File: src/verilog/chan_pkg.sv
// ====================
// Request side definitions
// Up to four channels fit in chan_t
// ====================
`default_nettype none

package chan_pkg;

	// Number of lookup requesters
	localparam int CHANNELS = 3;

	// Channel number carried with each lookup
	typedef logic [1:0] chan_t;

endpackage

`default_nettype wire

File: src/verilog/mmu_pkg.sv
// ====================
// Translation side types for the shared TLB
// 4 kB pages, 4 ways of 16 sets, 28-bit physical space
// An entry is 46 bits so that all six fields fit above the spare bit
// ====================
`default_nettype none

package mmu_pkg;

	// Geometry
	localparam int PAGE_BITS = 12;
	localparam int SET_BITS = 4;
	localparam int SETS = 1 << SET_BITS;
	localparam int WAYS = 4;
	// Sweep clears one set per cycle
	localparam int INIT_CYCLES = SETS;

	typedef logic [31:0] vadr_t;
	typedef logic [27:0] padr_t;
	typedef logic [19:0] vpn_t;
	typedef logic [15:0] tag_t;
	typedef logic [1:0] way_t;
	typedef logic [7:0] asid_t;
	typedef logic [15:0] ppn_t;
	// Read on top, execute at bit 0
	typedef logic [2:0] rwx_t;

	localparam int RWX_R = 2;
	localparam int RWX_W = 1;

	// ====================
	// Entry field offsets, bit 0 spare
	localparam int E_RWX = 1;
	localparam int E_PPN = E_RWX + $bits(rwx_t);
	localparam int E_TAG = E_PPN + $bits(ppn_t);
	localparam int E_ASID = E_TAG + $bits(tag_t);
	localparam int E_GLOBAL = E_ASID + $bits(asid_t);
	localparam int E_VALID = E_GLOBAL + 1;
	localparam int ENTRY_BITS = E_VALID + 1;

	typedef logic [ENTRY_BITS-1:0] tlb_entry_t;

endpackage

`default_nettype wire
File: src/verilog/tlb_lookup_if.sv
// ====================
// One arbitrated lookup request
// Transfer when valid and ready are both high
// Valid and payload hold until the transfer
// ====================
`default_nettype none

interface tlb_lookup_if;

	logic valid;
	logic ready;
	chan_pkg::chan_t chan;
	mmu_pkg::vadr_t vadr;
	mmu_pkg::asid_t asid;
	// Store access, checks the write permission
	logic we;

	// Arbiter side
	modport arb (output valid, chan, vadr, asid, we, input ready);

	// Pipeline side
	modport pipe (input valid, chan, vadr, asid, we, output ready);

endinterface

`default_nettype wire

File: src/verilog/shared_tlb.sv
// ====================
// Shared TLB top
// Lookups wait for ready_o after the reset sweep
// Host writes wait until no lookup is pending or in flight
// ====================
`default_nettype none

module shared_tlb (
	input wire logic clk_g,
	input wire logic rst_i,
	// Lookup channels
	input wire logic [chan_pkg::CHANNELS-1:0] req_valid_i,
	output logic [chan_pkg::CHANNELS-1:0] req_ready_o,
	input wire mmu_pkg::vadr_t [chan_pkg::CHANNELS-1:0] req_vadr_i,
	input wire mmu_pkg::asid_t [chan_pkg::CHANNELS-1:0] req_asid_i,
	input wire logic [chan_pkg::CHANNELS-1:0] req_we_i,
	// Host entry writes
	input wire logic wr_valid_i,
	output logic wr_ready_o,
	input wire logic [mmu_pkg::SET_BITS-1:0] wr_set_i,
	input wire mmu_pkg::way_t wr_way_i,
	input wire logic wr_auto_i,
	input wire mmu_pkg::tlb_entry_t wr_entry_i,
	output logic ready_o,
	// Result stream
	output logic out_valid_o,
	input wire logic out_ready_i,
	output chan_pkg::chan_t out_chan_o,
	output mmu_pkg::padr_t out_padr_o,
	output logic out_miss_o,
	output logic out_fault_o,
	output mmu_pkg::rwx_t out_rwx_o
);

	tlb_lookup_if lk_if ();

	logic grant_en;
	logic lk_busy;
	logic maint_busy;
	logic [mmu_pkg::WAYS-1:0] ram_we;
	logic [mmu_pkg::SET_BITS-1:0] ram_set;
	mmu_pkg::tlb_entry_t ram_data;

	// No grant in a write cycle
	assign grant_en = ready_o && !(wr_valid_i && wr_ready_o);
	// Pending requests also block writes
	assign maint_busy = lk_busy || (|req_valid_i);

	// ====================
	req_arbiter u_arb (
		.clk_g(clk_g),
		.rst_i(rst_i),
		.req_valid_i(req_valid_i),
		.req_vadr_i(req_vadr_i),
		.req_asid_i(req_asid_i),
		.req_we_i(req_we_i),
		.req_ready_o(req_ready_o),
		.grant_en_i(grant_en),
		.lk(lk_if.arb)
	);

	tlb_maint u_maint (
		.clk_g(clk_g),
		.rst_i(rst_i),
		.wr_valid_i(wr_valid_i),
		.wr_set_i(wr_set_i),
		.wr_way_i(wr_way_i),
		.wr_auto_i(wr_auto_i),
		.wr_entry_i(wr_entry_i),
		.busy_i(maint_busy),
		.wr_ready_o(wr_ready_o),
		.ready_o(ready_o),
		.ram_we_o(ram_we),
		.ram_set_o(ram_set),
		.ram_data_o(ram_data)
	);

	tlb_lookup u_lookup (
		.clk_g(clk_g),
		.rst_i(rst_i),
		.lk(lk_if.pipe),
		.ram_we_i(ram_we),
		.ram_set_i(ram_set),
		.ram_data_i(ram_data),
		.busy_o(lk_busy),
		.out_valid_o(out_valid_o),
		.out_chan_o(out_chan_o),
		.out_padr_o(out_padr_o),
		.out_miss_o(out_miss_o),
		.out_fault_o(out_fault_o),
		.out_rwx_o(out_rwx_o),
		.out_ready_i(out_ready_i)
	);

endmodule

`default_nettype wire

File: src/verilog/tlb_lookup.sv
// ====================
// Two-stage lookup pipeline
// Stage one reads all ways, stage two compares into the output
// Everything holds while the output waits for ready
// ====================
`default_nettype none

module tlb_lookup (
	input wire logic clk_g,
	input wire logic rst_i,
	tlb_lookup_if.pipe lk,
	input wire logic [mmu_pkg::WAYS-1:0] ram_we_i,
	input wire logic [mmu_pkg::SET_BITS-1:0] ram_set_i,
	input wire mmu_pkg::tlb_entry_t ram_data_i,
	output logic busy_o,
	output logic out_valid_o,
	output chan_pkg::chan_t out_chan_o,
	output mmu_pkg::padr_t out_padr_o,
	output logic out_miss_o,
	output logic out_fault_o,
	output mmu_pkg::rwx_t out_rwx_o,
	input wire logic out_ready_i
);

	logic adv;
	mmu_pkg::vpn_t req_vpn;
	logic [mmu_pkg::SET_BITS-1:0] rd_set;
	mmu_pkg::tlb_entry_t rdata [mmu_pkg::WAYS];

	// Stage one
	logic s1_valid;
	chan_pkg::chan_t s1_chan;
	logic [mmu_pkg::PAGE_BITS-1:0] s1_off;
	mmu_pkg::tag_t s1_tag;
	mmu_pkg::asid_t s1_asid;
	logic s1_we;

	// Compare results
	logic hit;
	mmu_pkg::tlb_entry_t hit_e;
	mmu_pkg::ppn_t hit_ppn;
	mmu_pkg::rwx_t hit_rwx;

	// Advance when the output is empty or taken
	assign adv = !out_valid_o || out_ready_i;
	assign lk.ready = adv;
	assign busy_o = s1_valid || out_valid_o;

	// Set is the low VPN bits, tag the rest
	assign req_vpn = lk.vadr[31:mmu_pkg::PAGE_BITS];
	assign rd_set = req_vpn[mmu_pkg::SET_BITS-1:0];

	// ====================
	// Ways
	for (genvar w = 0; w < mmu_pkg::WAYS; w++) begin : g_way
		tlb_ram #(
			.DEPTH(mmu_pkg::SETS)
		) u_way (
			.clk_g(clk_g),
			.we_i(ram_we_i[w]),
			.wset_i(ram_set_i),
			.wdata_i(ram_data_i),
			.re_i(adv),
			.rset_i(rd_set),
			.rdata_o(rdata[w])
		);
	end

	always_ff @(posedge clk_g or posedge rst_i) begin
		if (rst_i)
			s1_valid <= 1'b0;
		else if (adv)
			s1_valid <= lk.valid;
	end

	always_ff @(posedge clk_g) begin
		if (adv && lk.valid) begin
			s1_chan <= lk.chan;
			s1_off <= lk.vadr[mmu_pkg::PAGE_BITS-1:0];
			s1_tag <= req_vpn[$bits(mmu_pkg::vpn_t)-1:mmu_pkg::SET_BITS];
			s1_asid <= lk.asid;
			s1_we <= lk.we;
		end
	end

	// ====================
	// Lowest matching way wins
	always_comb begin
		hit = 1'b0;
		hit_e = '0;
		for (int w = 0; w < mmu_pkg::WAYS; w++) begin
			if (!hit && rdata[w][mmu_pkg::E_VALID]
				&& rdata[w][mmu_pkg::E_TAG +: $bits(mmu_pkg::tag_t)] == s1_tag
				&& (rdata[w][mmu_pkg::E_ASID +: $bits(mmu_pkg::asid_t)] == s1_asid
				|| rdata[w][mmu_pkg::E_GLOBAL])) begin
				hit = 1'b1;
				hit_e = rdata[w];
			end
		end
	end

	assign hit_ppn = hit_e[mmu_pkg::E_PPN +: $bits(mmu_pkg::ppn_t)];
	assign hit_rwx = hit_e[mmu_pkg::E_RWX +: $bits(mmu_pkg::rwx_t)];

	always_ff @(posedge clk_g or posedge rst_i) begin
		if (rst_i)
			out_valid_o <= 1'b0;
		else if (adv)
			out_valid_o <= s1_valid;
	end

	// Miss gives zero address and zero rights
	always_ff @(posedge clk_g) begin
		if (adv && s1_valid) begin
			out_chan_o <= s1_chan;
			out_miss_o <= !hit;
			out_padr_o <= hit ? {hit_ppn, s1_off} : '0;
			out_rwx_o <= hit ? hit_rwx : '0;
			// Write needs W, read needs R
			out_fault_o <= hit && !(s1_we ? hit_rwx[mmu_pkg::RWX_W] : hit_rwx[mmu_pkg::RWX_R]);
		end
	end

endmodule

`default_nettype wire

File: src/verilog/tlb_ram.sv
// ====================
// One way of the store
// Registered read, holds its output while re_i is low
// Same set written and read on one edge returns old data
// ====================
`default_nettype none

module tlb_ram #(
	parameter int DEPTH = 16
) (
	input wire logic clk_g,
	input wire logic we_i,
	input wire logic [$clog2(DEPTH)-1:0] wset_i,
	input wire mmu_pkg::tlb_entry_t wdata_i,
	input wire logic re_i,
	input wire logic [$clog2(DEPTH)-1:0] rset_i,
	output mmu_pkg::tlb_entry_t rdata_o
);

	mmu_pkg::tlb_entry_t mem [DEPTH];

	// Write port
	always_ff @(posedge clk_g) begin
		if (we_i)
			mem[wset_i] <= wdata_i;
	end

	// Read port
	always_ff @(posedge clk_g) begin
		if (re_i)
			rdata_o <= mem[rset_i];
	end

endmodule

`default_nettype wire

File: src/verilog/tlb_maint.sv
// ====================
// Owns the store write port
// Sweeps every set to the invalid entry after reset
// Then takes host writes while no lookup is busy
// ====================
`default_nettype none

module tlb_maint (
	input wire logic clk_g,
	input wire logic rst_i,
	input wire logic wr_valid_i,
	input wire logic [mmu_pkg::SET_BITS-1:0] wr_set_i,
	input wire mmu_pkg::way_t wr_way_i,
	input wire logic wr_auto_i,
	input wire mmu_pkg::tlb_entry_t wr_entry_i,
	input wire logic busy_i,
	output logic wr_ready_o,
	output logic ready_o,
	output logic [mmu_pkg::WAYS-1:0] ram_we_o,
	output logic [mmu_pkg::SET_BITS-1:0] ram_set_o,
	output mmu_pkg::tlb_entry_t ram_data_o
);

	typedef enum logic {
		ST_INIT,
		ST_RUN
	} maint_state_t;

	maint_state_t state;
	logic [mmu_pkg::SET_BITS-1:0] sweep;
	// Rotating victim for auto writes
	mmu_pkg::way_t victim;
	mmu_pkg::way_t tgt_way;
	logic wr_fire;

	assign ready_o = (state == ST_RUN);
	assign wr_ready_o = (state == ST_RUN) && !busy_i;
	assign wr_fire = wr_valid_i && wr_ready_o;
	assign tgt_way = wr_auto_i ? victim : wr_way_i;

	// ====================
	// Write port steering
	always_comb begin
		ram_we_o = '0;
		ram_set_o = wr_set_i;
		ram_data_o = wr_entry_i;
		if (state == ST_INIT) begin
			// All ways of one set, valid bit clear
			ram_we_o = '1;
			ram_set_o = sweep;
			ram_data_o = '0;
		end else if (wr_fire) begin
			ram_we_o[tgt_way] = 1'b1;
		end
	end

	always_ff @(posedge clk_g or posedge rst_i) begin
		if (rst_i) begin
			state <= ST_INIT;
			sweep <= '0;
			victim <= '0;
		end else begin
			case (state)
				ST_INIT: begin
					sweep <= sweep + 1'b1;
					if (sweep == mmu_pkg::SET_BITS'(mmu_pkg::INIT_CYCLES - 1))
						state <= ST_RUN;
				end
				ST_RUN: begin
					// Victim wraps after the last way
					if (wr_fire && wr_auto_i) begin
						if (victim == mmu_pkg::way_t'(mmu_pkg::WAYS - 1))
							victim <= '0;
						else
							victim <= victim + 1'b1;
					end
				end
				default: state <= ST_INIT;
			endcase
		end
	end

endmodule

`default_nettype wire

File: src/verilog/req_arbiter.sv
// ====================
// Round-robin choice among the lookup channels
// A pending choice is locked until it transfers
// Grants nothing while grant_en_i is low
// ====================
`default_nettype none

module req_arbiter (
	input wire logic clk_g,
	input wire logic rst_i,
	input wire logic [chan_pkg::CHANNELS-1:0] req_valid_i,
	input wire mmu_pkg::vadr_t [chan_pkg::CHANNELS-1:0] req_vadr_i,
	input wire mmu_pkg::asid_t [chan_pkg::CHANNELS-1:0] req_asid_i,
	input wire logic [chan_pkg::CHANNELS-1:0] req_we_i,
	output logic [chan_pkg::CHANNELS-1:0] req_ready_o,
	input wire logic grant_en_i,
	tlb_lookup_if.arb lk
);

	// One-hot priority pointer
	logic [chan_pkg::CHANNELS-1:0] ptr;
	// Offered channel still waiting for ready
	logic lock_q;
	chan_pkg::chan_t lock_ch;
	logic found;
	chan_pkg::chan_t sel;

	// ====================
	// Pick first requester at or after the pointer
	always_comb begin
		found = 1'b0;
		sel = '0;
		if (lock_q) begin
			found = 1'b1;
			sel = lock_ch;
		end else begin
			for (int k = 0; k < chan_pkg::CHANNELS; k++) begin
				for (int c = 0; c < chan_pkg::CHANNELS; c++) begin
					if (!found && ptr[c] && req_valid_i[(c + k) % chan_pkg::CHANNELS]) begin
						found = 1'b1;
						sel = chan_pkg::chan_t'((c + k) % chan_pkg::CHANNELS);
					end
				end
			end
		end
	end

	// Drive the winner onto the lookup port
	assign lk.valid = found && grant_en_i;
	assign lk.chan = sel;
	assign lk.vadr = req_vadr_i[sel];
	assign lk.asid = req_asid_i[sel];
	assign lk.we = req_we_i[sel];

	// Ready goes back to the granted channel only
	always_comb begin
		req_ready_o = '0;
		if (lk.valid && lk.ready)
			req_ready_o[sel] = 1'b1;
	end

	always_ff @(posedge clk_g or posedge rst_i) begin
		if (rst_i) begin
			ptr <= chan_pkg::CHANNELS'(1);
			lock_q <= 1'b0;
			lock_ch <= '0;
		end else begin
			lock_q <= lk.valid && !lk.ready;
			lock_ch <= sel;
			// Next channel after the one served gets top priority
			if (lk.valid && lk.ready)
				ptr <= chan_pkg::CHANNELS'(1) << ((int'(sel) + 1) % chan_pkg::CHANNELS);
		end
	end

endmodule

`default_nettype wire

File: config.mk
export PLATFORM = sky130hd
export DESIGN_NAME = shared_tlb
export DESIGN_NICKNAME = d
export VERILOG_FILES = /design/src/verilog/chan_pkg.sv /design/src/verilog/mmu_pkg.sv /design/src/verilog/tlb_lookup_if.sv /design/src/verilog/shared_tlb.sv /design/src/verilog/tlb_lookup.sv /design/src/verilog/tlb_ram.sv /design/src/verilog/tlb_maint.sv /design/src/verilog/req_arbiter.sv
export SDC_FILE = /design/constraint.sdc
export NUM_CORES = 2
export LEC_CHECK = 0
export BUFFER_PORTS_ARGS = -buffer_cell sky130_fd_sc_hd__buf_2
export CORE_UTILIZATION = 40
export DETAILED_ROUTE_END_ITERATION = 8
export PLACE_DENSITY_LB_ADDON = 0.25
export RECOVER_POWER = 100
export SETUP_SLACK_MARGIN = 0.02
export SYNTH_ARGS = -nofsm -noshare
export SYNTH_HDL_FRONTEND = slang
export SYNTH_HIERARCHICAL = 1
export SYNTH_SLANG_ARGS = --single-unit
File: constraint.sdc
create_clock -name clk_g -period 9 [get_ports clk_g]
set_input_delay 0 -clock clk_g [delete_from_list [all_inputs] [get_ports clk_g]]
set_output_delay 0 -clock clk_g [all_outputs]
set_load 0.03 [all_outputs]
Word-level counts from Yosys, hierarchy flattened
Memories as Yosys holds them, arrays and structs flattened. A register that Yosys moved wholly into a read port is not among the register bits.
Index checks and enable logic that the tools add are counted.
Widths: inputs -> output; s select.
Storage, ports and cells
  flip-flop bits (word level): 89
  bits in writable memories: 2944
  memories kept: 4
Operators by class
  $add $sub $neg: 3
  divide/modulo/power cells: 1
  $lt $le $gt $ge: 4
  equality and inequality tests: 10
  shifts and indexed selects: 1
  mux-type cells: 63
  reductions and logical operators: 65
Memories
  u_lookup.g_way[0].u_way.mem: words 16, width 46, rd ports 1, clocked after Yosys merged registers in 1, wr ports 1, line tlb_ram.sv:20  | mmu_pkg::tlb_entry_t mem [DEPTH];
  u_lookup.g_way[1].u_way.mem: words 16, width 46, rd ports 1, clocked after Yosys merged registers in 1, wr ports 1, line tlb_ram.sv:20
  u_lookup.g_way[2].u_way.mem: words 16, width 46, rd ports 1, clocked after Yosys merged registers in 1, wr ports 1, line tlb_ram.sv:20
  u_lookup.g_way[3].u_way.mem: words 16, width 46, rd ports 1, clocked after Yosys merged registers in 1, wr ports 1, line tlb_ram.sv:20
Operators with widths (number)
  $mux 20: 4
  $bmux 32 s2: 1
  $eq 16x16->1: 4
  $mux 46: 1
  $logic_and 1x1->1: 39
  $mux 1: 37
  $eq 8x8->1: 4
  $mod 32x3->32 const B: 1
  $mux 32: 1
  $shl 1x32->3 const A: 1
  $mux 2: 10
  $logic_not 1->1: 17
  $bmux 8 s2: 1
  $mux 4: 3
  $mux 8: 1
  $logic_or 1x1->1: 7
  $lt 2x3->1 const B: 2
  $add 4x1->4 const B: 1
  $demux 1 s2: 2
  $eq 4x4->1 const B: 1
  $ge 2x1->1 const B: 2
  $add 2x1->3 const B: 1
  $mux 3: 1
  $reduce_or 3->1: 1
  4 further kinds: 4

Logic depth before layout (Yosys ltp)
  depth after elaboration: 48
  gate-level depth with buffers: 13

By module
The synthesis kept the hierarchy.
Modules (own cells, without submodules)
  tlb_ram: times used 4, cells each 1191, area an instance 28954.0 µm²
  tlb_lookup: times used 1, cells each 335, area an instance 4124.0 µm²
  req_arbiter: times used 1, cells each 240, area an instance 1949.4 µm²
  tlb_maint: times used 1, cells each 88, area an instance 782.0 µm²
  shared_tlb: times used 1, cells each 2, area an instance 15.0 µm²

Worst setup path before layout
Ideal clock, no wire load.
  path kind: flip-flop to flip-flop
  from: reg u_lookup.out_valid_o
  to: reg u_lookup.s1_asid[0] (enable)
  arrival: 6208 ps
  data required time: 8600 ps
  slack: 2392 ps
  stages on the path, launching flop included: 3
  buffers on the path: 0
  period minus slack after synthesis: 6608 ps
  cell sequence: dfrtp_1 -> nand2b_1 -> and2_1
On the way
  elaborated cells between the ends (all ways): 11
  classes of those cells: reduce/logical (11)
RTL lines
  from (decl): line tlb_lookup.sv:16  | output logic out_valid_o,
  from (signal assigned): line tlb_lookup.sv:109  | out_valid_o <= s1_valid;
  $logic_not 1->1: line tlb_lookup.sv:45  | assign adv = !out_valid_o || out_ready_i;
  $logic_or 1x1->1: line tlb_lookup.sv:45
  named net lk_if.ready: line tlb_lookup_if.sv:11  | logic ready;
  $logic_and 1x1->1: line tlb_lookup.sv:77  | if (adv && lk.valid) begin
  to (signal assigned): line tlb_lookup.sv:81  | s1_asid <= lk.asid;
  to (decl): line tlb_lookup.sv:35  | mmu_pkg::asid_t s1_asid;
The timed path passes the listed nets, and every way through them passes these cells.
A chain may end at the register's enable or synchronous reset.

Worst setup path in the final report
  from: reg u_maint.state (netlist: u_maint/ready_o)
  to: mem u_lookup/g_way[2].u_way/mem[1][30] (netlist name) (enable)
On the way
  elaborated cells between the ends (all ways): 7
  classes of those cells: mux (5); reduce/logical (2)
RTL lines
  from (decl): line tlb_maint.sv:29  | maint_state_t state;
  from (signal assigned): line tlb_maint.sv:59  | state <= ST_INIT;
  from (signal assigned): line tlb_maint.sv:67  | state <= ST_RUN;
  from (signal assigned): line tlb_maint.sv:78  | default: state <= ST_INIT;
  $mux 4: line tlb_maint.sv:47  | if (state == ST_INIT) begin
  named net ram_set, one bit: line shared_tlb.sv:41  | logic [mmu_pkg::SET_BITS-1:0] ram_set;
  to (decl): line tlb_ram.sv:20
The timed path passes the listed nets, and every way through them passes these cells.

==> results.toml <==
[status]
outcome = "finished, violations left"
violations = "capacitance limit, slew limit"

[power_and_ir_drop]
pwr-share-comb_pct = 4.1
seqPwrFrac_pct = 54.0
power.total_mw = 30.3
leakagePower_nw = 43.1
power_frac_clock_pct = 41.9
intPower_mw = 24.1
power_switching_mw = 6.23
switching_share_pct = 20.6
vdd_drop_max_v = 0.000158
p_per_area_nw_per_um2 = 222

[floorplan]
die_h_um = 550
die_w_um = 550
die-area_sq_um = 303000
core_area_sq_um = 298000
ioPinCount = 224
start_util_pct = 40.4
std_cell_rows = 200

[route]
drtIter0Drc = 6368
drc = 0
wl_mm = 315
via_per_inst = 5.75
first_pass_iters = 7
num_vias = 57600
wl_per_cell_um = 31.4
final_antenna_net_count = 0

[critical_path]
critical-path-top-delay-family = "buffers and inverters"
crit_top_cell = "clkbuf_1"
path_depth = 5
worstPathCellList = "clkbuf_1, mux2_1, or3b_2, nor2_4, clkbuf_1"
cp-end-kind = "register"
r2r_start = "u_maint/ready_o"
worst_path_largest_cell_delay_ns = 2.28
cp_num_buf_inv = 2
cp.required_ns = 9.46
r2r_setup_slack_ns = 2.00
worst-setup-path-type = "reg -> reg"
slowest_stage = "clkbuf_1"
cp_max_fo = 62
critPathLaunchType = "register"
r2r_cells = 5
arrival_ns = 7.46
r2r-end = "u_lookup/g_way[2].u_way/mem[1][30]"

[global_route]
grt_pass1_wl_mm = 440
antenna_found_initial = 19
grt_pass1_vias = 59200
grt.overflow.total = 0
grt_max_degree = 135
groute.usage.overall_pct = 20.7

[cts]
cts_root_buf = "clkbuf_16"
post_cts_buffers = 0
clk_pin_slew_ns = 0.06
htree_num_levels = 5
cts_buffers = 314
clk_path_buf_depth = 4
clock_latency_ns = 0.91
clock-sinks = 3149
cts_tree = "yes"

[sta]
slew_viol_final = 4355
rsz0062_at_grt = "false"
worst_pin_slew_ns = 4.48
finalHoldViolations = 0
min_period_over_period_pct = 77.7
fin_tns_setup_ns = 0
clock-skew-final_ns = 0.0476
setup_violations = 0
fmax_mhz = 143
maxSlewHeadroom_pct = -199
period_needed_ns = 7.00

[layout]
drive_above_1_share_pct = 25.9
nNetsFinal = 6035
layout_commonest_cell = "edfxtp_1"
final_cell_area_sq_um = 137000
layout_common_cells = "edfxtp_1, mux4_2, a22oi_1, clkbuf_16, nand2_1"
syn2layout_area_growth_pct = 13.8

[synth]
syn_area_per_cell_sq_um = 22.5
synthesis.nets = 5522
synthCells = 5332
synth_warnings = 6
syn-cell-area_sq_um = 120000

[run]
cap_violations = 82

[place]
hpwl_mm = 157
placed_area_sq_um = 127000
gp_congestion = 0.765
portBuffers = 222

[min_path]
hold_depth = 4
hold_path_class = "in -> reg"
hold_start = "req_vadr_i[36]"
min_to = "u_lookup/s1_off[4]"
## worst reg2reg max path, delay by kind of cell, from the launching register on
family                 cells  cell delay, ns
muxes                      1            0.75
and+or+nand+nor            2            1.58
buffers and inverters      2            3.72
DFF                        1            0.53
## through the flow
stage	worst slack [ns]	cells	hold slack [ns]	util (%)
2_1_floorplan	2.49	5332	-0.259	-
3_3_place_gp	3.66	9382	-0.0340	42.6
3_5_place_dp	3.62	9382	-0.0309	42.6
4_1_cts	3.59	10000	0.00622	46.2
5_1_grt	1.67	10000	0.0545	45.9
6_report	2.00	10000	0.0507	45.9
## worst max path at each step
stage | from | to | slack [ns]
3_3_place_gp | u_arb/ptr[0] | u_lookup/g_way[1].u_way/rdata_o[42] | 3.66
2_1_floorplan | u_lookup/out_valid_o | u_lookup/s1_asid[0] | 2.49
4_1_cts | u_arb/ptr[0] | u_lookup/g_way[1].u_way/rdata_o[8] | 3.59
3_5_place_dp | u_arb/ptr[0] | u_lookup/g_way[1].u_way/rdata_o[8] | 3.62
6_report | u_maint/ready_o | u_lookup/g_way[2].u_way/mem[1][30] | 2.00
5_1_grt | u_arb/ptr[0] | u_lookup/g_way[0].u_way/rdata_o[43] | 1.67
## final cells by class
| class | instances | area (sq um) |
|---|---|---|
| sequential | 3149 | 94500 |
| timing repair buffer | 492 | 3180 |
| multi-input combinational | 1839 | 24200 |
| inverter | 49 | 184 |
| fill | 24600 | 161000 |
| tap | 3939 | 4930 |
| clock buffer | 381 | 8330 |
| clock inverter | 166 | 1460 |
| antenna | 6 | 15.0 |
## power by group through the flow
stage / clock, mW / combinational, mW / sequential (mW)
2_1_floorplan: 0 / 0.799 / 16.6
3_3_place_gp: 0 / 1.23 / 16.6
3_5_place_dp: 0 / 1.25 / 16.6
4_1_cts: 12.9 / 1.28 / 16.3
5_1_grt: 13.4 / 1.33 / 16.4
6_report: 12.7 / 1.25 / 16.4
## flip-flops by register name (all words and copies together), names as in the netlist
| name | count |
|---|---|
| u_arb/lock_ch | 2 |
| u_arb/lock_q | 1 |
| u_arb/ptr | 3 |
| u_lookup/g_way.u_way/mem | 2880 |
| u_lookup/g_way.u_way/rdata_o | 180 |
| u_lookup/out_chan_o | 2 |
| u_lookup/out_fault_o | 1 |
| u_lookup/out_miss_o | 1 |
| u_lookup/out_padr_o | 28 |
| u_lookup/out_rwx_o | 3 |
| u_lookup/out_valid_o | 1 |
| u_lookup/s1_asid | 8 |
| u_lookup/s1_chan | 2 |
| u_lookup/s1_off | 12 |
| u_lookup/s1_tag | 16 |
| u_lookup/s1_valid | 1 |
| u_lookup/s1_we | 1 |
| u_maint/ready_o | 1 |
| u_maint/sweep | 4 |
| u_maint/victim | 2 |
## metal layers
layer	vias to the layer above	GRT usage [%]	part of all wire (%)
met3	433	4.08	8.2
li1	23700	-	-
met4	2	7.21	3.5
met5	-	0	0.0057
met1	31200	27.5	40
met2	2302	34.1	48
## timing repair
action | CTS | global route
resized for setup | 0 | 0
hold buffers | 86 | 0
endpoints found under the hold margin | 156 | 0
(Power assumes the default switching activity.)
